[src/eth_mac_pkg.sv]
// Shared definitions for the Ethernet MAC management block.
// Register map, field positions, MDIO frame constants and the bus structs.
// Imported by every RTL module of the design.

package eth_mac_pkg;

  // ============================================================
  // widths and identity
  // ============================================================
  localparam int REG_ADDR_W  = 12;
  localparam int REG_DATA_W  = 32;
  localparam int AXI_DATA_W  = 64;
  localparam int MDIO_ADDR_W = 5;
  localparam int MDIO_DATA_W = 16;

  localparam logic [15:0] MAC_ID = 16'h1234;

  // ============================================================
  // register word offsets
  // ============================================================
  localparam logic [4:0] REG_CTRL       = 5'd0;
  localparam logic [4:0] REG_SCRATCH    = 5'd3;
  localparam logic [4:0] REG_MDIO_CMD   = 5'd4;
  localparam logic [4:0] REG_MDIO_WDATA = 5'd5;
  localparam logic [4:0] REG_MDIO_RDATA = 5'd6;
  localparam logic [4:0] REG_MDIO_STAT  = 5'd7;

  // field positions
  localparam int CTRL_PHY_RST_BIT = 0;
  localparam int STAT_BUSY_BIT    = 0;
  localparam int STAT_INIT_BIT    = 4;
  localparam int CMD_OP_BIT       = 10;
  localparam int CMD_PHY_LSB      = 5;
  localparam int CMD_REG_LSB      = 0;

  // half-cycle counts of the MDIO frame
  localparam int MDIO_FRAME_LAST = 65;
  localparam int MDIO_TA_CNT     = 29;

  // register request from the AXI slave
  typedef struct packed {
    logic                  wr;
    logic                  rd;
    logic [REG_ADDR_W-1:0] addr;
    logic [REG_DATA_W-1:0] wdata;
  } reg_req_t;

  // MDIO command, op = 1 is a read
  typedef struct packed {
    logic                   op;
    logic [MDIO_ADDR_W-1:0] phy_addr;
    logic [MDIO_ADDR_W-1:0] reg_addr;
    logic [MDIO_DATA_W-1:0] wdata;
  } mdio_cmd_t;

endpackage

[src/axi_lite_slave.sv]
// AXI4-Lite slave with a 64-bit data bus in front of the register block.
// Turns AXI transfers into one-cycle register read and write strobes.

`timescale 1ns/1ps

module axi_lite_slave import eth_mac_pkg::*; (
  input  logic                  s_axi_aclk,
  input  logic                  s_axi_aresetn,
  input  logic [REG_ADDR_W+1:0] s_axi_awaddr_i,
  input  logic                  s_axi_awvalid_i,
  output logic                  s_axi_awready_o,
  input  logic [AXI_DATA_W-1:0] s_axi_wdata_i,
  input  logic                  s_axi_wvalid_i,
  output logic                  s_axi_wready_o,
  output logic [1:0]            s_axi_bresp_o,
  output logic                  s_axi_bvalid_o,
  input  logic                  s_axi_bready_i,
  input  logic [REG_ADDR_W+1:0] s_axi_araddr_i,
  input  logic                  s_axi_arvalid_i,
  output logic                  s_axi_arready_o,
  output logic [AXI_DATA_W-1:0] s_axi_rdata_o,
  output logic [1:0]            s_axi_rresp_o,
  output logic                  s_axi_rvalid_o,
  input  logic                  s_axi_rready_i,
  input  logic [REG_DATA_W-1:0] rd_data_i,
  input  logic                  rd_done_i,
  output reg_req_t              req_o
);

  typedef enum logic [1:0] {WR_IDLE, WR_DATA_WAIT, WR_REQ, WR_RESP} wr_state_t;
  typedef enum logic [1:0] {RD_IDLE, RD_REQ, RD_RESP} rd_state_t;

  wr_state_t             wr_state;
  rd_state_t             rd_state;
  logic [REG_ADDR_W-1:0] waddr_q;
  logic [REG_ADDR_W-1:0] raddr_q;
  logic [REG_DATA_W-1:0] wdata_q;
  logic [REG_DATA_W-1:0] rdata_q;
  logic                  wr_req;
  logic                  rd_req;

  // a pending write owns the shared address for its single cycle
  assign wr_req = (wr_state == WR_REQ);
  assign rd_req = (rd_state == RD_REQ) && !wr_req;

  assign req_o.wr    = wr_req;
  assign req_o.rd    = rd_req;
  assign req_o.addr  = wr_req ? waddr_q : raddr_q;
  assign req_o.wdata = wdata_q;

  assign s_axi_bresp_o = 2'b00;
  assign s_axi_rresp_o = 2'b00;
  assign s_axi_rdata_o = {rdata_q, rdata_q};

  // ============================================================
  // write channel
  // ============================================================
  always_ff @(posedge s_axi_aclk or negedge s_axi_aresetn) begin
    if (!s_axi_aresetn) begin
      wr_state        <= WR_IDLE;
      waddr_q         <= '0;
      s_axi_awready_o <= 1'b1;
      s_axi_wready_o  <= 1'b1;
      s_axi_bvalid_o  <= 1'b0;
    end else begin
      case (wr_state)
        WR_IDLE: begin
          if (s_axi_awvalid_i) begin
            waddr_q         <= s_axi_awaddr_i[REG_ADDR_W+1:2];
            s_axi_awready_o <= 1'b0;
            if (s_axi_wvalid_i) begin
              s_axi_wready_o <= 1'b0;
              wr_state       <= WR_REQ;
            end else begin
              wr_state <= WR_DATA_WAIT;
            end
          end
        end
        WR_DATA_WAIT: begin
          if (s_axi_wvalid_i) begin
            s_axi_wready_o <= 1'b0;
            wr_state       <= WR_REQ;
          end
        end
        WR_REQ: begin
          s_axi_bvalid_o <= 1'b1;
          wr_state       <= WR_RESP;
        end
        default: begin
          if (s_axi_bready_i) begin
            s_axi_bvalid_o  <= 1'b0;
            s_axi_awready_o <= 1'b1;
            s_axi_wready_o  <= 1'b1;
            wr_state        <= WR_IDLE;
          end
        end
      endcase
    end
  end

  // lane pick, byte address bit 2 selects the upper word
  always_ff @(posedge s_axi_aclk) begin
    if (wr_state == WR_IDLE && s_axi_awvalid_i && s_axi_wvalid_i) begin
      wdata_q <= s_axi_awaddr_i[2] ? s_axi_wdata_i[63:32] : s_axi_wdata_i[31:0];
    end else if (wr_state == WR_DATA_WAIT && s_axi_wvalid_i) begin
      wdata_q <= waddr_q[0] ? s_axi_wdata_i[63:32] : s_axi_wdata_i[31:0];
    end
  end

  // ============================================================
  // read channel
  // ============================================================
  always_ff @(posedge s_axi_aclk or negedge s_axi_aresetn) begin
    if (!s_axi_aresetn) begin
      rd_state        <= RD_IDLE;
      raddr_q         <= '0;
      s_axi_arready_o <= 1'b1;
      s_axi_rvalid_o  <= 1'b0;
    end else begin
      case (rd_state)
        RD_IDLE: begin
          if (s_axi_arvalid_i) begin
            raddr_q         <= s_axi_araddr_i[REG_ADDR_W+1:2];
            s_axi_arready_o <= 1'b0;
            rd_state        <= RD_REQ;
          end
        end
        RD_REQ: begin
          if (rd_done_i) begin
            s_axi_rvalid_o <= 1'b1;
            rd_state       <= RD_RESP;
          end
        end
        default: begin
          if (s_axi_rready_i) begin
            s_axi_rvalid_o  <= 1'b0;
            s_axi_arready_o <= 1'b1;
            rd_state        <= RD_IDLE;
          end
        end
      endcase
    end
  end

  always_ff @(posedge s_axi_aclk) begin
    if (rd_state == RD_REQ && rd_done_i) begin
      rdata_q <= rd_data_i;
    end
  end

endmodule

[src/mac_regs.sv]
// Register block of the MAC management side.
// Holds scratch and MDIO command registers, times the PHY reset pulse
// and hands MDIO start and init requests to the MDIO master.

`timescale 1ns/1ps

module mac_regs import eth_mac_pkg::*; #(
  parameter int PHY_RST_CYCLES = 31
) (
  input  logic                   s_axi_aclk,
  input  logic                   s_axi_aresetn,
  input  reg_req_t               req_i,
  input  logic                   mdio_busy_i,
  input  logic                   mdio_init_i,
  input  logic [MDIO_DATA_W-1:0] mdio_rdata_i,
  output logic [REG_DATA_W-1:0]  rdata_o,
  output logic                   rd_done_o,
  output logic                   phy_rst_n_o,
  output mdio_cmd_t              mdio_cmd_o,
  output logic                   mdio_start_o,
  output logic                   mdio_init_kick_o
);

  localparam int RST_CNT_W = $clog2(PHY_RST_CYCLES + 1);

  logic                  reg_sel;
  logic [4:0]            offset;
  logic                  wr_hit;
  logic [REG_DATA_W-1:0] scratch_q;
  mdio_cmd_t             cmd_q;
  logic [RST_CNT_W-1:0]  rst_cnt;
  logic [REG_DATA_W-1:0] rd_word;

  // only the lowest 32 words hold registers
  assign reg_sel = (req_i.addr[REG_ADDR_W-1:5] == '0);
  assign offset  = req_i.addr[4:0];
  assign wr_hit  = req_i.wr && reg_sel;

  assign mdio_cmd_o       = cmd_q;
  assign mdio_start_o     = wr_hit && (offset == REG_MDIO_STAT) && req_i.wdata[STAT_BUSY_BIT];
  assign mdio_init_kick_o = wr_hit && (offset == REG_MDIO_STAT) && req_i.wdata[STAT_INIT_BIT];

  // ============================================================
  // register writes
  // ============================================================
  always_ff @(posedge s_axi_aclk or negedge s_axi_aresetn) begin
    if (!s_axi_aresetn) begin
      scratch_q      <= '0;
      cmd_q.op       <= 1'b0;
      cmd_q.phy_addr <= 5'd1;
      cmd_q.reg_addr <= '0;
      cmd_q.wdata    <= '0;
    end else if (wr_hit) begin
      case (offset)
        REG_SCRATCH: scratch_q <= req_i.wdata;
        REG_MDIO_CMD: begin
          cmd_q.op       <= req_i.wdata[CMD_OP_BIT];
          cmd_q.phy_addr <= req_i.wdata[CMD_PHY_LSB +: MDIO_ADDR_W];
          cmd_q.reg_addr <= req_i.wdata[CMD_REG_LSB +: MDIO_ADDR_W];
        end
        REG_MDIO_WDATA: cmd_q.wdata <= req_i.wdata[MDIO_DATA_W-1:0];
        default: ;
      endcase
    end
  end

  // ============================================================
  // read mux
  // ============================================================
  always_comb begin
    rd_word = '0;
    if (reg_sel) begin
      case (offset)
        REG_CTRL:       rd_word = {MAC_ID, 16'h0000};
        REG_SCRATCH:    rd_word = scratch_q;
        REG_MDIO_CMD: begin
          rd_word[CMD_OP_BIT]                     = cmd_q.op;
          rd_word[CMD_PHY_LSB +: MDIO_ADDR_W]     = cmd_q.phy_addr;
          rd_word[CMD_REG_LSB +: MDIO_ADDR_W]     = cmd_q.reg_addr;
        end
        REG_MDIO_WDATA: rd_word[MDIO_DATA_W-1:0] = cmd_q.wdata;
        REG_MDIO_RDATA: rd_word[MDIO_DATA_W-1:0] = mdio_rdata_i;
        REG_MDIO_STAT: begin
          rd_word[STAT_BUSY_BIT] = mdio_busy_i;
          rd_word[STAT_INIT_BIT] = mdio_init_i;
        end
        default: rd_word = '0;
      endcase
    end
  end

  always_ff @(posedge s_axi_aclk or negedge s_axi_aresetn) begin
    if (!s_axi_aresetn) begin
      rd_done_o <= 1'b0;
    end else begin
      rd_done_o <= req_i.rd;
    end
  end

  always_ff @(posedge s_axi_aclk) begin
    if (req_i.rd) begin
      rdata_o <= rd_word;
    end
  end

  // ============================================================
  // phy reset pulse
  // ============================================================
  // counter loads on the strobe edge, pin goes low one edge later
  always_ff @(posedge s_axi_aclk or negedge s_axi_aresetn) begin
    if (!s_axi_aresetn) begin
      rst_cnt     <= '0;
      phy_rst_n_o <= 1'b1;
    end else begin
      if (wr_hit && (offset == REG_CTRL) && req_i.wdata[CTRL_PHY_RST_BIT]) begin
        rst_cnt <= RST_CNT_W'(PHY_RST_CYCLES);
      end else if (rst_cnt != '0) begin
        rst_cnt <= rst_cnt - 1'b1;
      end
      phy_rst_n_o <= (rst_cnt == '0);
    end
  end

endmodule

[src/mdio_master.sv]
// MDIO management master with MDC at half the system clock rate.
// Runs the post-reset MDC preamble and single clause-22 read or write
// frames from the command held in the register block.

`timescale 1ns/1ps

module mdio_master import eth_mac_pkg::*; #(
  parameter int MDIO_INIT_LAST = 125
) (
  input  logic                   s_axi_aclk,
  input  logic                   s_axi_aresetn,
  input  mdio_cmd_t              cmd_i,
  input  logic                   start_i,
  input  logic                   init_kick_i,
  input  logic                   phy_mdio_i,
  output logic                   busy_o,
  output logic                   init_o,
  output logic [MDIO_DATA_W-1:0] rdata_o,
  output logic                   phy_mdio_o,
  output logic                   phy_mdio_t_o,
  output logic                   phy_mdc_o
);

  localparam int CNT_W = $clog2(MDIO_INIT_LAST + 1);

  logic [CNT_W-1:0] cnt;
  logic [CNT_W-2:0] mdc_idx;
  mdio_cmd_t        cmd_q;
  logic             frame_end;

  // bit carried by MDC cycle idx of the frame
  function automatic logic frame_bit(input mdio_cmd_t c, input int idx);
    logic b;
    b = 1'b1;
    if (idx == 0) b = 1'b0;
    else if (idx == 1) b = 1'b1;
    else if (idx == 2) b = c.op;
    else if (idx == 3) b = !c.op;
    else if (idx <= 8) b = c.phy_addr[8 - idx];
    else if (idx <= 13) b = c.reg_addr[13 - idx];
    else if (idx == 14) b = 1'b1;
    else if (idx == 15) b = 1'b0;
    else if (idx <= 31) b = c.op ? 1'b0 : c.wdata[31 - idx];
    return b;
  endfunction

  assign mdc_idx   = cnt[CNT_W-1:1];
  assign frame_end = busy_o && (cnt == CNT_W'(MDIO_FRAME_LAST));
  assign phy_mdc_o = cnt[0];

  // line released while init is pending and after a read turnaround
  assign phy_mdio_t_o = init_o || (busy_o && cmd_q.op && (cnt > CNT_W'(MDIO_TA_CNT)));

  // ============================================================
  // half-cycle counter, init and busy
  // ============================================================
  always_ff @(posedge s_axi_aclk or negedge s_axi_aresetn) begin
    if (!s_axi_aresetn) begin
      cnt    <= '0;
      init_o <= 1'b1;
      busy_o <= 1'b0;
    end else begin
      if (init_o && (cnt == CNT_W'(MDIO_INIT_LAST))) begin
        init_o <= 1'b0;
        cnt    <= '0;
      end else if (init_o && init_kick_i && (cnt == '0) && !busy_o) begin
        cnt <= 1;
      end else if (init_o && (cnt != '0)) begin
        cnt <= cnt + 1'b1;
      end else if (frame_end) begin
        cnt <= '0;
      end else if (busy_o) begin
        cnt <= cnt + 1'b1;
      end

      if (start_i && !busy_o) begin
        busy_o <= 1'b1;
      end else if (frame_end) begin
        busy_o <= 1'b0;
      end
    end
  end

  always_ff @(posedge s_axi_aclk) begin
    if (start_i && !busy_o) begin
      cmd_q <= cmd_i;
    end
  end

  // ============================================================
  // serial out and read capture on MDC falling edges
  // ============================================================
  always_ff @(posedge s_axi_aclk or negedge s_axi_aresetn) begin
    if (!s_axi_aresetn) begin
      phy_mdio_o <= 1'b1;
      rdata_o    <= '0;
    end else if (busy_o && cnt[0]) begin
      phy_mdio_o <= frame_bit(cmd_q, int'(mdc_idx));
      if (cmd_q.op && (mdc_idx >= 16) && (mdc_idx <= 31)) begin
        rdata_o <= {rdata_o[MDIO_DATA_W-2:0], phy_mdio_i};
      end
    end
  end

endmodule

[src/eth_mac_mgmt_top.sv]
// Top level of the Ethernet MAC management side.
// AXI4-Lite register access, PHY reset pulse and MDIO management pins.

`timescale 1ns/1ps

module eth_mac_mgmt_top import eth_mac_pkg::*; #(
  parameter int PHY_RST_CYCLES = 31,
  parameter int MDIO_INIT_LAST = 125
) (
  input  logic                  s_axi_aclk,
  input  logic                  s_axi_aresetn,
  input  logic [REG_ADDR_W+1:0] s_axi_awaddr_i,
  input  logic                  s_axi_awvalid_i,
  output logic                  s_axi_awready_o,
  input  logic [AXI_DATA_W-1:0] s_axi_wdata_i,
  input  logic                  s_axi_wvalid_i,
  output logic                  s_axi_wready_o,
  output logic [1:0]            s_axi_bresp_o,
  output logic                  s_axi_bvalid_o,
  input  logic                  s_axi_bready_i,
  input  logic [REG_ADDR_W+1:0] s_axi_araddr_i,
  input  logic                  s_axi_arvalid_i,
  output logic                  s_axi_arready_o,
  output logic [AXI_DATA_W-1:0] s_axi_rdata_o,
  output logic [1:0]            s_axi_rresp_o,
  output logic                  s_axi_rvalid_o,
  input  logic                  s_axi_rready_i,
  output logic                  phy_rst_n_o,
  input  logic                  phy_mdio_i,
  output logic                  phy_mdio_o,
  output logic                  phy_mdio_t_o,
  output logic                  phy_mdc_o
);

  reg_req_t               reg_req;
  logic [REG_DATA_W-1:0]  reg_rdata;
  logic                   reg_rd_done;
  mdio_cmd_t              mdio_cmd;
  logic                   mdio_start;
  logic                   mdio_init_kick;
  logic                   mdio_busy;
  logic                   mdio_init;
  logic [MDIO_DATA_W-1:0] mdio_rdata;

  axi_lite_slave axi_lite_slave_inst (
    .s_axi_aclk      (s_axi_aclk),
    .s_axi_aresetn   (s_axi_aresetn),
    .s_axi_awaddr_i  (s_axi_awaddr_i),
    .s_axi_awvalid_i (s_axi_awvalid_i),
    .s_axi_awready_o (s_axi_awready_o),
    .s_axi_wdata_i   (s_axi_wdata_i),
    .s_axi_wvalid_i  (s_axi_wvalid_i),
    .s_axi_wready_o  (s_axi_wready_o),
    .s_axi_bresp_o   (s_axi_bresp_o),
    .s_axi_bvalid_o  (s_axi_bvalid_o),
    .s_axi_bready_i  (s_axi_bready_i),
    .s_axi_araddr_i  (s_axi_araddr_i),
    .s_axi_arvalid_i (s_axi_arvalid_i),
    .s_axi_arready_o (s_axi_arready_o),
    .s_axi_rdata_o   (s_axi_rdata_o),
    .s_axi_rresp_o   (s_axi_rresp_o),
    .s_axi_rvalid_o  (s_axi_rvalid_o),
    .s_axi_rready_i  (s_axi_rready_i),
    .rd_data_i       (reg_rdata),
    .rd_done_i       (reg_rd_done),
    .req_o           (reg_req)
  );

  mac_regs #(
    .PHY_RST_CYCLES (PHY_RST_CYCLES)
  ) mac_regs_inst (
    .s_axi_aclk       (s_axi_aclk),
    .s_axi_aresetn    (s_axi_aresetn),
    .req_i            (reg_req),
    .mdio_busy_i      (mdio_busy),
    .mdio_init_i      (mdio_init),
    .mdio_rdata_i     (mdio_rdata),
    .rdata_o          (reg_rdata),
    .rd_done_o        (reg_rd_done),
    .phy_rst_n_o      (phy_rst_n_o),
    .mdio_cmd_o       (mdio_cmd),
    .mdio_start_o     (mdio_start),
    .mdio_init_kick_o (mdio_init_kick)
  );

  mdio_master #(
    .MDIO_INIT_LAST (MDIO_INIT_LAST)
  ) mdio_master_inst (
    .s_axi_aclk    (s_axi_aclk),
    .s_axi_aresetn (s_axi_aresetn),
    .cmd_i         (mdio_cmd),
    .start_i       (mdio_start),
    .init_kick_i   (mdio_init_kick),
    .phy_mdio_i    (phy_mdio_i),
    .busy_o        (mdio_busy),
    .init_o        (mdio_init),
    .rdata_o       (mdio_rdata),
    .phy_mdio_o    (phy_mdio_o),
    .phy_mdio_t_o  (phy_mdio_t_o),
    .phy_mdc_o     (phy_mdc_o)
  );

endmodule

[config.mk]
export PLATFORM = sky130hd
export DESIGN_NAME = eth_mac_mgmt_top
export DESIGN_NICKNAME = d
export VERILOG_FILES = /design/src/eth_mac_pkg.sv /design/src/axi_lite_slave.sv /design/src/mac_regs.sv /design/src/mdio_master.sv /design/src/eth_mac_mgmt_top.sv
export SDC_FILE = /design/constraint.sdc
export NUM_CORES = 1
export LEC_CHECK = 0
export ABC_AREA = 1
export BUFFER_PORTS_ARGS = -buffer_cell sky130_fd_sc_hd__buf_2
export CAP_MARGIN = 20
export CORE_UTILIZATION = 35
export CTS_CLUSTER_SIZE = 24
export DETAILED_ROUTE_END_ITERATION = 10
export HOLD_SLACK_MARGIN = 0.1
export PLACE_DENSITY_LB_ADDON = 0.1
export SLEW_MARGIN = 10
export SYNTH_ARGS = -nofsm -noshare
export SYNTH_HDL_FRONTEND = slang
export SYNTH_HIERARCHICAL = 1
export SYNTH_SLANG_ARGS = --single-unit
[constraint.sdc]
create_clock -name s_axi_aclk -period 4.25 [get_ports s_axi_aclk]
set_clock_uncertainty 0.05 [all_clocks]
set_input_delay 0.85 -clock s_axi_aclk [delete_from_list [all_inputs] [get_ports s_axi_aclk]]
set_output_delay 0.85 -clock s_axi_aclk [all_outputs]
set_load 0.1 [all_outputs]
Word-level counts from Yosys, hierarchy flattened
Cells that the tools add are included.
W data, S select, Z words.
{ "op_classes": {"reduce_logical": 62, "mux": 62, "n_lt_le_gt_ge": 9, "div": 0, "n_mul": 0, "n_addsub": 5, "bitwise_logic": 5, "n_eq_ne": 19, "shift": 0} }
{ "op_table": {"columns": ["operator", "n"], "rows": [
  ["$mux W32", 4],
  ["$lt A32 B5 Y1 const B", 2],
  ["$mux W7", 5],
  ["$lt A32 B6 Y1 const B", 1],
  ["$pmux W16 S2", 1],
  ["$mux W1", 27],
  ["$pmux W6 S4", 1],
  ["$logic_and A1 B1 Y1", 23],
  ["$eq A5 B3 Y1 const B", 4],
  ["$reduce_and A3 Y1", 6],
  ["$pmux W5 S3", 1],
  ["$eq A7 B7 Y1 const B", 2],
  ["$logic_not A7 Y1", 2],
  ["$mux W2", 7],
  ["$reduce_and A2 Y1", 7],
  ["$reduce_bool A2 Y1", 7],
  ["$sub A4 B6 Y7 const A", 2],
  ["$eq A6 B3 Y1 const B", 2],
  ["$eq A6 B5 Y1 const B", 2],
  ["$le A6 B4 Y1 const B", 2],
  ["$le A6 B5 Y1 const B", 2],
  ["$mux W12", 1],
  ["$pmux W3 S4", 1],
  ["$logic_not A5 Y1", 2],
  ["other kinds (29)", 48]
]} }
{ "word_totals": {"elab_cells": 191, "mem_bits_rw": 0, "mem_bits_ro": 0, "register_bits": 248, "latch_bits": 0, "out_inout_bits": 77, "inputBits": 100, "n_memories": 0} }

Longest topological paths before layout
Gate-level depths: netlist (run 1).
{ "logic_depth": {"word_depth": 14, "mapped_depth": 21, "ltp_nobuf": 19} }

Hierarchy
The synthesis (run 1) kept the hierarchy.
{ "by_module_without_submodules": {"columns": ["mod", "area_per_inst_um2", "cells_each", "instances", "seq_area_each_um2"], "rows": [
  ["axi_lite_slave", 4887.2, 560, 1, 2751.4],
  ["mac_regs", 4365.4, 494, 1, 2615.0],
  ["mdio_master", 2566.2, 275, 1, 1463.9]
]} }

Least setup slack after synthesis (run 1)
OpenSTA, ideal clock, no wires.
{ "synth_timing": {"path_kind": "reg2reg", "startpoint": "register axi_lite_slave_inst.wr_state[0]", "endpoint": "register mdio_master_inst/cmd_q[0] (netlist name), enable pin", "synth_period_minus_slack_ns": 3.564, "t_required_ns": 3.789, "setup_ns": 0.411, "stages_incl_launch_ff": 11, "path_buffers": 0, "setup_slack_ns": 0.686, "t_arrival_ns": 3.103, "path_cell_list": "dfrtp_1 > inv_1 > ha_1 > inv_1 > o21ai_0 > nand2_1 > inv_1 > nand2_1 > nor3_1 > inv_1 > nor2_1"} }
{ "synth_lines": {"columns": ["element", "line_no", "text"], "rows": [
  ["from (decl)", "axi_lite_slave.sv:33", "wr_state_t wr_state;"],
  ["from (signal assigned)", "axi_lite_slave.sv:60", "wr_state <= WR_IDLE;"],
  ["from (signal assigned)", "axi_lite_slave.sv:73", "wr_state <= WR_REQ;"],
  ["from (signal assigned)", "axi_lite_slave.sv:75", "wr_state <= WR_DATA_WAIT;"],
  ["to (signal assigned)", "mdio_master.sv:86", "cmd_q <= cmd_i;"],
  ["to (decl)", "mdio_master.sv:28", "mdio_cmd_t cmd_q;"]
]} }

Final worst setup path (run 1)
{ "layout_timing": {"startpoint": "register mdio_master_inst.cnt[1]", "endpoint": "output phy_mdio_t_o"} }
{ "layout_via": {"elab_chain_len": 3} }
{ "layout_rtl": {"columns": ["element", "line_no", "text"], "rows": [
  ["from (decl)", "mdio_master.sv:26", "logic [CNT_W-1:0] cnt;"],
  ["from (signal assigned)", "mdio_master.sv:69", "cnt <= cnt + 1'b1;"],
  ["from (signal assigned)", "mdio_master.sv:73", "cnt <= cnt + 1'b1;"],
  ["$gt A7 B5 Y1", "mdio_master.sv:52", "assign phy_mdio_t_o = init_o || (busy_o && cmd_q.op && (cnt > CNT_W'(MDIO_TA_CNT)));"],
  ["$logic_and A1 B1 Y1", "mdio_master.sv:52", null],
  ["$logic_or A1 B1 Y1", "mdio_master.sv:52", null],
  ["to (decl)", "eth_mac_mgmt_top.sv:31", "output logic phy_mdio_t_o,"]
]} }
Every way passes these cells.

==> results.tsv, run 1 <==
metric	value	unit
Post-synth EDFFs	123	
postcts setup bufs	0	
setup TNS	0	ns
Vias	8781	
die area	34510	um2
Die Wd	185.8	um
#FFs+latches synth	248	
predominant post-synthesis flop cell	edfxtp_1	
hpwl dp	19340	um
endpoints failing setup	0	
ratio of cells with drive above 1 in the final layout	20.05	%
DP Worst Slack	0.7375	ns
Synth area leader	edfxtp_1	
Max Root-Sink Buffers	3	
worst vdd ir	0.0004169	V
register area share after synthesis	57.79	%
row count	66	
CP Class	reg2out	
Worst setup EP type	primary output	
RSZ-0062 raised after global routing	false	
TritonRoute pass-1 iters	5	
input/output buffers	168	
Top Ports	177	
Max Fclk	273.6	MHz
clock slew seen by the registers of the worst setup and hold paths	0.06	ns
asr flop ratio synth	50.40	%
Post-CTS Hold Buffers	0	
routed length per placed instance	14.65	um
CTS tree	yes	
CTS resizes	0	
share of Yosys cell area claimed by the top area cell type	31.25	%
Antenna Violating Nets Remaining	0	
static leakage power	6.383	nW
synth cell count leaders	nand2_1, edfxtp_1, dfrtp_1	
DR DRC count	0	
Layout fillers	3338	
largest cells by area after synthesis	edfxtp_1, dfrtp_1, nand2_1, o21ai_0, inv_1	
top-count cell post-synth	nand2_1	
Critical Path RT	3.35	ns
total power	8.785	mW
# H-tree levels	1	
CTS buffer count	27	
critical path launch point type	flip-flop	
antenna cells	0	
initial core utilization	35.96	%
gr ovfl total	0	
outcome	completed	
first-pass GRT wire length	44400	um
die height	185.8	um
Routed WL	28030	um
CORE AREA	32870	um2
yosys warns	6	
Iter 0 DRT Violations	499	
final hold viol count	0	
clock insertion delay at the later pin of the skew report	0.53	ns
crit path DAT	2.76	ns
vias in the first global route	8132	
Vias/cell	4.590	
largest net degree at the start of global routing	126	
Max-cap violations	0	
Tcrit/Tclk final	86.01	%
clock period minus worst slack	3.656	ns
Slew Viols, Final	0	
final layout net count	1566	
synthesized area	11820	um2
Mapped Cells	1329	
Rel. slew slack	32.89	%
antenna violations before repair	0	
Tot GR Track Use	16.39	%
Hold Path Class	in2async	
Root Buffer	clkbuf_16	
CTS Sinks	248	
hold slack	0.3364	ns
Syn-to-layout area delta	15.77	%
GP Congestion	0.7904	
Final WS setup	0.5944	ns
Slew @ Worst Pin	1.004	ns
Netlist cell types	37	
syn_area_per_cell	8.893	um2
power per cell area	642.0	nW/um2
CP max FO	19	
-- power breakdown --
group          total [mW]  switching (mW)  internal, mW
sequential           3.58           0.315          3.27
combinational        2.98            2.30         0.679
clock                2.23           0.927          1.30
-- final cells by class --
class / count / area (um2) / area share (%)
Sequential cell: 248 / 6830 / 49.92
Clock buffer: 38 / 798.3 / 5.834
Multi-Input combinational cell: 881 / 4030 / 29.45
Clock inverter: 11 / 53.80 / 0.3932
Timing Repair Buffer: 183 / 1005 / 7.343
Tap cell: 442 / 553.0 / 4.042
Inverter: 110 / 412.9 / 3.018
-- cells in the final DEF, fill, tap and decap left out, drive strengths merged, types with 4 or more instances in the layout --
cell    netlist  layout
clkinv        0      10
nand4         4       4
buf          76     183
dfrtp       118     118
o21ai       149     149
inv         110     110
a21oi        23      23
edfxtp      123     123
nor3          9       9
nand2       474     474
clkbuf       17      38
ha           15      15
nor2         86      86
dfstp         7       7
or2          35      35
conb          1       4
nand3        68      68
-- registers in the layout, indices dropped and copies added, names as in the netlist, 2 cells and up --
name,flops
axi_lite_slave_inst/wdata_q,32
mdio_master_inst/cnt,7
mdio_master_inst/rdata_o,16
mac_regs_inst/mdio_cmd_o,27
mac_regs_inst/rst_cnt,5
mac_regs_inst/rdata_o,32
mac_regs_inst/scratch_q,32
axi_lite_slave_inst/waddr_q,12
mdio_master_inst/cmd_q,27
axi_lite_slave_inst/rdata_q,32
axi_lite_slave_inst/rd_state,2
axi_lite_slave_inst/wr_state,2
axi_lite_slave_inst/raddr_q,12
-- critical path, cell delays in order, from the launching register on --
cell,delay (ns)
dfrtp_1,0.79
inv_2,0.33
ha_1,0.32
a22oi_1,0.18
o211ai_1,0.10
nand2_1,0.08
buf_2,0.42
-- kinds of logic after synthesis --
group / count (synthesis) / share of synthesized area, %
simple gates: 679 / 24.13
other cells: 1 / 0.03173
compound gates: 183 / 8.078
fa+ha+maj: 15 / 1.588
buf+inv: 203 / 8.384
flops: 248 / 57.79
-- per-stage QoR --
| step | util, % | instances | area (um2) |
|---|---|---|---|
| global placement | 38.86 | 1861 | 12770 |
| global route | 41.63 | 1913 | 13680 |
| CTS | 41.49 | 1911 | 13640 |
| floorplan | - | 1332 | 11830 |
| finish | 41.63 | 1913 | 13680 |
| detailed placement | 38.90 | 1862 | 12780 |
-- worst paths after layout --
path | start | end | slack, ns | depth (start not counted)
min | s_axi_aresetn | axi_lite_slave_inst/waddr_q[7] | 0.34 | 2
max in group asynchronous | s_axi_aresetn | mac_regs_inst/mdio_cmd_o[15] | 3.23 | 2
max | mdio_master_inst/cnt[1] | phy_mdio_t_o | 0.59 | 6
max reg2reg | axi_lite_slave_inst/wr_state[0] | mac_regs_inst/scratch_q[31] | 0.75 | 9
min in group s_axi_aclk | mac_regs_inst/rdata_o[28] | axi_lite_slave_inst/rdata_q[28] | 0.37 | 0
min reg2reg | mac_regs_inst/rdata_o[28] | axi_lite_slave_inst/rdata_q[28] | 0.37 | 0
-- metal layers --
| layer | wire (um) | GRT usage [%] |
|---|---|---|
| met3 | 1245 | 2.426 |
| met5 | 0 | 0 |
| met2 | 11770 | 23.91 |
| met1 | 14610 | 25.37 |
| met4 | 408 | 3.541 |
Note: power is estimated with default switching activity, not from simulation.
==> inputs of run 2 (changes only) <==
--- a/config.mk
+++ b/config.mk
@@ -5,7 +5,6 @@
 export SDC_FILE = /design/constraint.sdc
 export NUM_CORES = 1
 export LEC_CHECK = 0
-export ABC_AREA = 1
 export BUFFER_PORTS_ARGS = -buffer_cell sky130_fd_sc_hd__buf_2
 export CAP_MARGIN = 20
 export CORE_UTILIZATION = 35
==> run 2 against run 1 <==
Hold slack gained 0.031 ns. Die area shrank 8.2%. Clock-buffer cell count is the same. Cell area shrank 6.9%. First-iteration DRC count shrank 36%. Final cell count shrank 32%. Synthesized cell count shrank 45%. Area after synthesis shrank 8.3%.
==> results.tsv, run 2 <==
metric	value	unit	change
outcome	completed		
Vias/cell	4.934		+7.5%
Routed WL	24200	um	-14%
Max Root-Sink Buffers	3		unchanged
#FFs+latches synth	248		unchanged
Worst setup EP type	flip-flop		
CTS Sinks	248		unchanged
Tot GR Track Use	15.38	%	-1.0 points
Slew Viols, Final	0		unchanged
antenna violations before repair	0		unchanged
row count	64		-3.0%
Final WS setup	0.4043	ns	-0.1901 ns
critical path launch point type	flip-flop		
Layout Cells excl Fill	1297		-32%
placed cell areas	11860	um2	-7.2%
Max Fclk	260.0	MHz	-4.9%
gr ovfl total	0		unchanged
predominant post-synthesis flop cell	edfxtp_1		
routed length per placed instance	18.66	um	+27%
ratio of cells with drive above 1 in the final layout	43.17	%	+23 points
final instance area	12740	um2	-6.9%
CTS tree	yes		
reg2reg path depth	12		+3
die height	178.0	um	-4.2%
most common cell after layout, fill and taps aside	buf_2		
final layout net count	995		-36%
worst vdd ir	0.0005545	V	+33%
yosys warns	6		unchanged
RSZ-0062 raised after global routing	false		
Mapped Cells	731		-45%
hold path cells	0		
synth cell count leaders	mux2_2, edfxtp_1, dfrtp_1		
Post-CTS Hold Buffers	0		unchanged
Comb power frac	34.3	%	+0.4 points
clock period minus worst slack	3.846	ns	+0.1901 ns
postcts setup bufs	0		unchanged
placed cells	1244		-33%
Iter 0 DRT Violations	318		-36%
Top Ports	177		unchanged
switching share of total power	39.09	%	-1.2 points
P_int	5.243	mW	about the same
register area share after synthesis	63.02	%	+5.2 points
hpwl dp	16100	um	-17%
power per cell area	675.7	nW/um2	+5.2%
Max-cap violations	0		unchanged
vias in the first global route	6599		-19%
Util after Layout	41.75	%	+0.12 points
share of Yosys cell area claimed by the top area cell type	34.08	%	+2.8 points
CORE AREA	30510	um2	-7.2%
Root Buffer	clkbuf_16		
most frequent cells in the layout	buf_2, mux2_2, edfxtp_1		
Synth area leader	edfxtp_1		
CP Class	reg2reg		
Tcrit/Tclk final	90.49	%	+4.5 points
CTS buffer count	28		+3.7%
Sw Pwr	3.365	mW	-4.9%
first-pass GRT wire length	37250	um	-16%
largest net degree at the start of global routing	65		-48%
Rel. slew slack	24.75	%	-8.1 points
total power	8.608	mW	-2.0%
# H-tree levels	1		unchanged
Antenna Violating Nets Remaining	0		unchanged
CP max FO	14		-5
Netlist cell types	66		+78%
endpoints failing setup	0		unchanged
final hold viol count	0		unchanged
CTS resizes	0		unchanged
Die Wd	178.0	um	-4.2%
die area	31680	um2	-8.2%
setup TNS	0	ns	unchanged
DP Worst Slack	0.3927	ns	-0.3448 ns
TritonRoute pass-1 iters	4		-1
syn_area_per_cell	14.83	um2	+67%
asr flop ratio synth	50.40	%	unchanged
DR DRC count	0		unchanged
antenna cells	0		unchanged
top-count cell post-synth	mux2_2		
largest cells by area after synthesis	edfxtp_1, dfrtp_1, mux2_2, buf_4, ha_1		
clock slew seen by the registers of the worst setup and hold paths	0.06	ns	about the same
initial core utilization	35.53	%	-0.43 points
crit path DAT	4.21	ns	+1.45 ns
Slew @ Worst Pin	1.121	ns	+0.1169 ns
static leakage power	5.305	nW	-17%
synthesized area	10840	um2	-8.3%
Critical Path RT	4.61	ns	+1.26 ns
Post-synth EDFFs	123		unchanged
Hold Path Class	reg2reg		
Reg power frac	40.1	%	-0.7 points
GP Congestion	0.7902		about the same
Syn-to-layout area delta	17.52	%	
Vias	6400		-27%
clock power share	25.6	%	+0.3 points
hold slack	0.3679	ns	+0.03150 ns
input/output buffers	168		unchanged
clock insertion delay at the later pin of the skew report	0.53	ns	about the same
## run 2: worst paths after layout
| path | from | to | slack [ns] |
|---|---|---|---|
| max | axi_lite_slave_inst/wr_state[0] | mdio_master_inst/cnt[6] | 0.40 |
| min | mac_regs_inst/rdata_o[0] | axi_lite_slave_inst/rdata_q[0] | 0.37 |
| max reg2reg | axi_lite_slave_inst/wr_state[0] | mdio_master_inst/cnt[6] | 0.40 |
| min reg2reg | mac_regs_inst/rdata_o[0] | axi_lite_slave_inst/rdata_q[0] | 0.37 |
| max in group asynchronous | s_axi_aresetn | mac_regs_inst/mdio_cmd_o[21] | 2.87 |
| min in group asynchronous | s_axi_aresetn | axi_lite_slave_inst/raddr_q[7] | 0.39 |
## run 2: power by group through the flow
stage                     clock network [mW]  logic [mW]  registers, mW
final                                   2.20        2.95           3.45
after global routing                    2.37        3.12           3.52
after CTS                               2.28        2.97           3.46
after detailed placement                   0        2.96           3.50
after global placement                     0        2.91           3.48
after floorplan                            0        1.78           4.14
## run 2: cell families (layout without fill, tap and decap cells)
| kind of cell | count (synthesis) | count (layout) | share of synthesized area [%] |
|---|---|---|---|
| adder cells (fa/ha/maj) | 15 | 15 | 1.732 |
| multiplexers | 159 | 159 | 17.13 |
| AND/OR/NAND/NOR | 112 | 112 | 5.945 |
| flip-flops | 248 | 248 | 63.02 |
| other | 1 | 4 | 0.03460 |
| AO/OA/AOI/OAI | 98 | 98 | 6.291 |
| XOR/XNOR | 6 | 6 | 0.4848 |
| buffers and inverters | 92 | 259 | 5.368 |
## run 2: routing by layer
layer	GRT usage (%)	vias to the layer above	wire length, um
met5	0	-	0
met4	4.309	0	555
met3	2.621	35	1269
met2	25.78	190	11640
met1	20.45	3181	10730
li1	-	2994	-
## run 2: area by class of cell
class / count / area, um2
well taps: 396 / 495.5
clock inverters: 13 / 66.31
multi-input cells: 394 / 3455
repair buffers: 187 / 1031
inverters: 21 / 81.33
fillers: 2806 / 17770
flip-flops and latches: 248 / 6830
clock buffers: 38 / 779.5
## run 2: worst max-delay path, stage by stage, from the launching register on
cell and delay (ns):
dfrtp_1 0.44, inv_1 0.11, ha_1 0.60, mux2_2 0.41
nor4_1 0.48, nand2_1 0.17, nor3_1 0.26, and2_1 0.17
inv_1 0.06, or3_1 0.31, o221ai_2 0.30, nor2_1 0.09
mux2_2 0.27
==> inputs of run 3 (changes only) <==
--- a/config.mk
+++ b/config.mk
@@ -15,5 +15,4 @@
 export SLEW_MARGIN = 10
 export SYNTH_ARGS = -nofsm -noshare
 export SYNTH_HDL_FRONTEND = slang
-export SYNTH_HIERARCHICAL = 1
 export SYNTH_SLANG_ARGS = --single-unit
==> run 3 against run 2 <==
Combinational power down 12%. Routed wire length down 1.4%. Largest power group unchanged. Critical path depth down 3. Sequential share of layout area up 0.21 points. Global-route usage up 0.12 points.
==> results.tsv, run 3 <==
metric	value	unit	change
Reg power frac	40.4	%	+0.3 points
TritonRoute pass-1 iters	6		+2
clock slew seen by the registers of the worst setup and hold paths	0.06	ns	about the same
wire length on met2	11620	um	-0.17%
CP max FO	14		unchanged
switching share of total power	36.90	%	-2.2 points
M1 WL	10450	um	-2.6%
syn_area_per_cell	14.70	um2	-0.84%
outcome	completed		
first-pass GRT wire length	37270	um	about the same
postcts setup bufs	0		unchanged
Worst setup EP type	primary output		
row count	63		-1.6%
die height	176.3	um	-0.96%
CORE AREA	29800	um2	-2.3%
share of Yosys cell area claimed by the top area cell type	34.75	%	+0.67 points
register area share after synthesis	64.25	%	+1.2 points
Netlist cell types	62		-6.1%
#FFs+latches synth	248		unchanged
gr ovfl total	0		unchanged
antenna violations before repair	0		unchanged
P_int	5.402	mW	+3.0%
clock power share	29.2	%	+3.6 points
Routed WL	23850	um	-1.4%
vias in the first global route	6741		+2.2%
hold slack	0.2570	ns	-0.1109 ns
setup TNS	0	ns	unchanged
Post-CTS Hold Buffers	0		unchanged
most common cell after layout, fill and taps aside	buf_2		
largest cells by area after synthesis	edfxtp_1, dfrtp_1, mux2_2, mux2_1, buf_4		
Max Root-Sink Buffers	3		unchanged
placed cells	1233		-0.88%
Antenna Violating Nets Remaining	0		unchanged
antenna cells	0		unchanged
yosys warns	0		-6
Tcrit/Tclk final	81.04	%	-9.4 points
most frequent cells in the layout	buf_2, edfxtp_1, dfrtp_1		
ratio of cells with drive above 1 in the final layout	39.71	%	-3.5 points
initial core utilization	35.68	%	+0.15 points
Syn-to-layout area delta	19.36	%	
Mapped Cells	723		-1.1%
metal3 WL	1149	um	-9.5%
asr flop ratio synth	50.40	%	unchanged
Slew Viols, Final	0		unchanged
clock insertion delay at the later pin of the skew report	0.53	ns	about the same
endpoints failing setup	0		unchanged
Vias/cell	5.018		+1.7%
Comb power frac	30.4	%	-3.9 points
reg2reg path depth	8		-4
Critical Path RT	3.35	ns	-1.26 ns
worst vdd ir	0.0005585	V	+0.72%
static leakage power	5.309	nW	about the same
# H-tree levels	1		unchanged
Vias	6443		+0.67%
GP Congestion	0.8320		+5.3%
Tot GR Track Use	15.50	%	+0.12 points
Synth area leader	edfxtp_1		
CP Class	reg2out		
Die Wd	176.3	um	-0.96%
Sw Pwr	3.160	mW	-6.1%
Max Fclk	290.3	MHz	+12%
final hold viol count	0		unchanged
Max-cap violations	0		unchanged
Post-synth EDFFs	123		unchanged
final layout net count	989		-0.60%
CTS buffer count	27		-3.6%
top-count cell post-synth	edfxtp_1		
max layer used	met4		
Rel. slew slack	29.61	%	+4.9 points
critical path launch point type	flip-flop		
DR DRC count	0		unchanged
Hold Path Class	in2async		
hpwl dp	15960	um	-0.86%
Util after Layout	42.58	%	+0.83 points
CTS resizes	0		unchanged
clock period minus worst slack	3.444	ns	-0.4013 ns
RSZ-0062 raised after global routing	false		
Iter 0 DRT Violations	432		+36%
crit path DAT	2.54	ns	-1.67 ns
CTS Sinks	248		unchanged
synthesized area	10630	um2	-1.9%
predominant post-synthesis flop cell	edfxtp_1		
CTS tree	yes		
Layout Cells excl Fill	1284		-1.0%
largest net degree at the start of global routing	83		+28%
Slew @ Worst Pin	1.051	ns	-0.06990 ns
synth cell count leaders	edfxtp_1, dfrtp_1, mux2_2		
Top Ports	177		unchanged
Root Buffer	clkbuf_16		
routed length per placed instance	18.58	um	-0.42%
die area	31070	um2	-1.9%
input/output buffers	168		unchanged
power per cell area	674.8	nW/um2	-0.14%
## run 3: changes by cell type after synthesis, sizes merged, moves of 6 or more
| cell | before | now |
|---|---|---|
| mux2 | 150 | 137 |
| buf | 65 | 49 |
| and3 | 17 | 11 |
| a22oi | 19 | 2 |
| a222oi | 5 | 16 |
| clkbuf | 6 | 16 |
| inv | 21 | 14 |
| nor2 | 19 | 27 |
| nand2 | 26 | 38 |
## run 3: critical path: stages (launching register included)
cell and delay [ns]:
dfrtp_1 0.33, buf_4 0.24, inv_1 0.19, ha_1 0.25, nand2_1 0.10, nand3_1 0.07
o21ai_0 0.18, nand3_1 0.10, nand2_1 0.12, buf_2 0.43
## run 3: cells by family after synthesis
family / after synthesis / share of synthesized area (%)
mux: 148 / 16.02
simple gates: 134 / 6.733
compound gates: 88 / 5.756
xor+xnor: 9 / 0.7416
buf+inv: 79 / 4.579
fa+ha+maj: 16 / 1.883
flops: 248 / 64.25
other cells: 1 / 0.03528
## run 3: final timing paths
path | from | to | slack (ns)
setup / recovery | mdio_master_inst.cnt[1] | phy_mdio_t_o | 0.81
hold / removal | s_axi_aresetn | axi_lite_slave_inst.wr_state[0] | 0.26
setup reg to reg | axi_lite_slave_inst.wr_state[0] | mac_regs_inst.scratch_q[22] | 0.82
hold reg to reg | mac_regs_inst.rdata_o[11] | axi_lite_slave_inst.rdata_q[11] | 0.37
max in group asynchronous | s_axi_aresetn | mac_regs_inst.mdio_cmd_o[21] | 2.98
min in group s_axi_aclk | mac_regs_inst.rdata_o[11] | axi_lite_slave_inst.rdata_q[11] | 0.37
## run 3: power groups by stage
stage | clock network (mW) | logic, mW | registers, mW
CTS | 2.57 | 2.64 | 3.46
global placement | 0 | 2.58 | 3.47
finish | 2.50 | 2.60 | 3.46
floorplan | 0 | 1.49 | 4.07
global route | 2.66 | 2.76 | 3.51
detailed placement | 0 | 2.63 | 3.50
## run 3: area by class of cell
type                    count  area [um2]
fillers                  2784       17110
clock inverters            12       186.4
flip-flops and latches    248        6830
clock buffers              38       778.2
well taps                 390       488.0
inverters                  14       52.55
repair buffers            183       988.4
multi-input cells         399        3364
## run 3: stage by stage
| step | power [mW] | cell area [um2] | worst slack (ns) |
|---|---|---|---|
| detailed placement | 6.133 | 11710 | 0.8476 |
| global placement | 6.052 | 11710 | 0.9459 |
| global route | 8.933 | 12690 | 0.5853 |
| finish | 8.562 | 12690 | 0.8056 |
| CTS | 8.675 | 12670 | 0.7513 |
| floorplan | 5.553 | 10640 | 0.3692 |
## run 3: metal layers
metal  vias to the layer above  GRT usage (%)
li1                       2969              -
met2                       192          26.57
met3                        43          2.692
met4                         0          4.457
met1                      3239          20.03
met5                         -              0
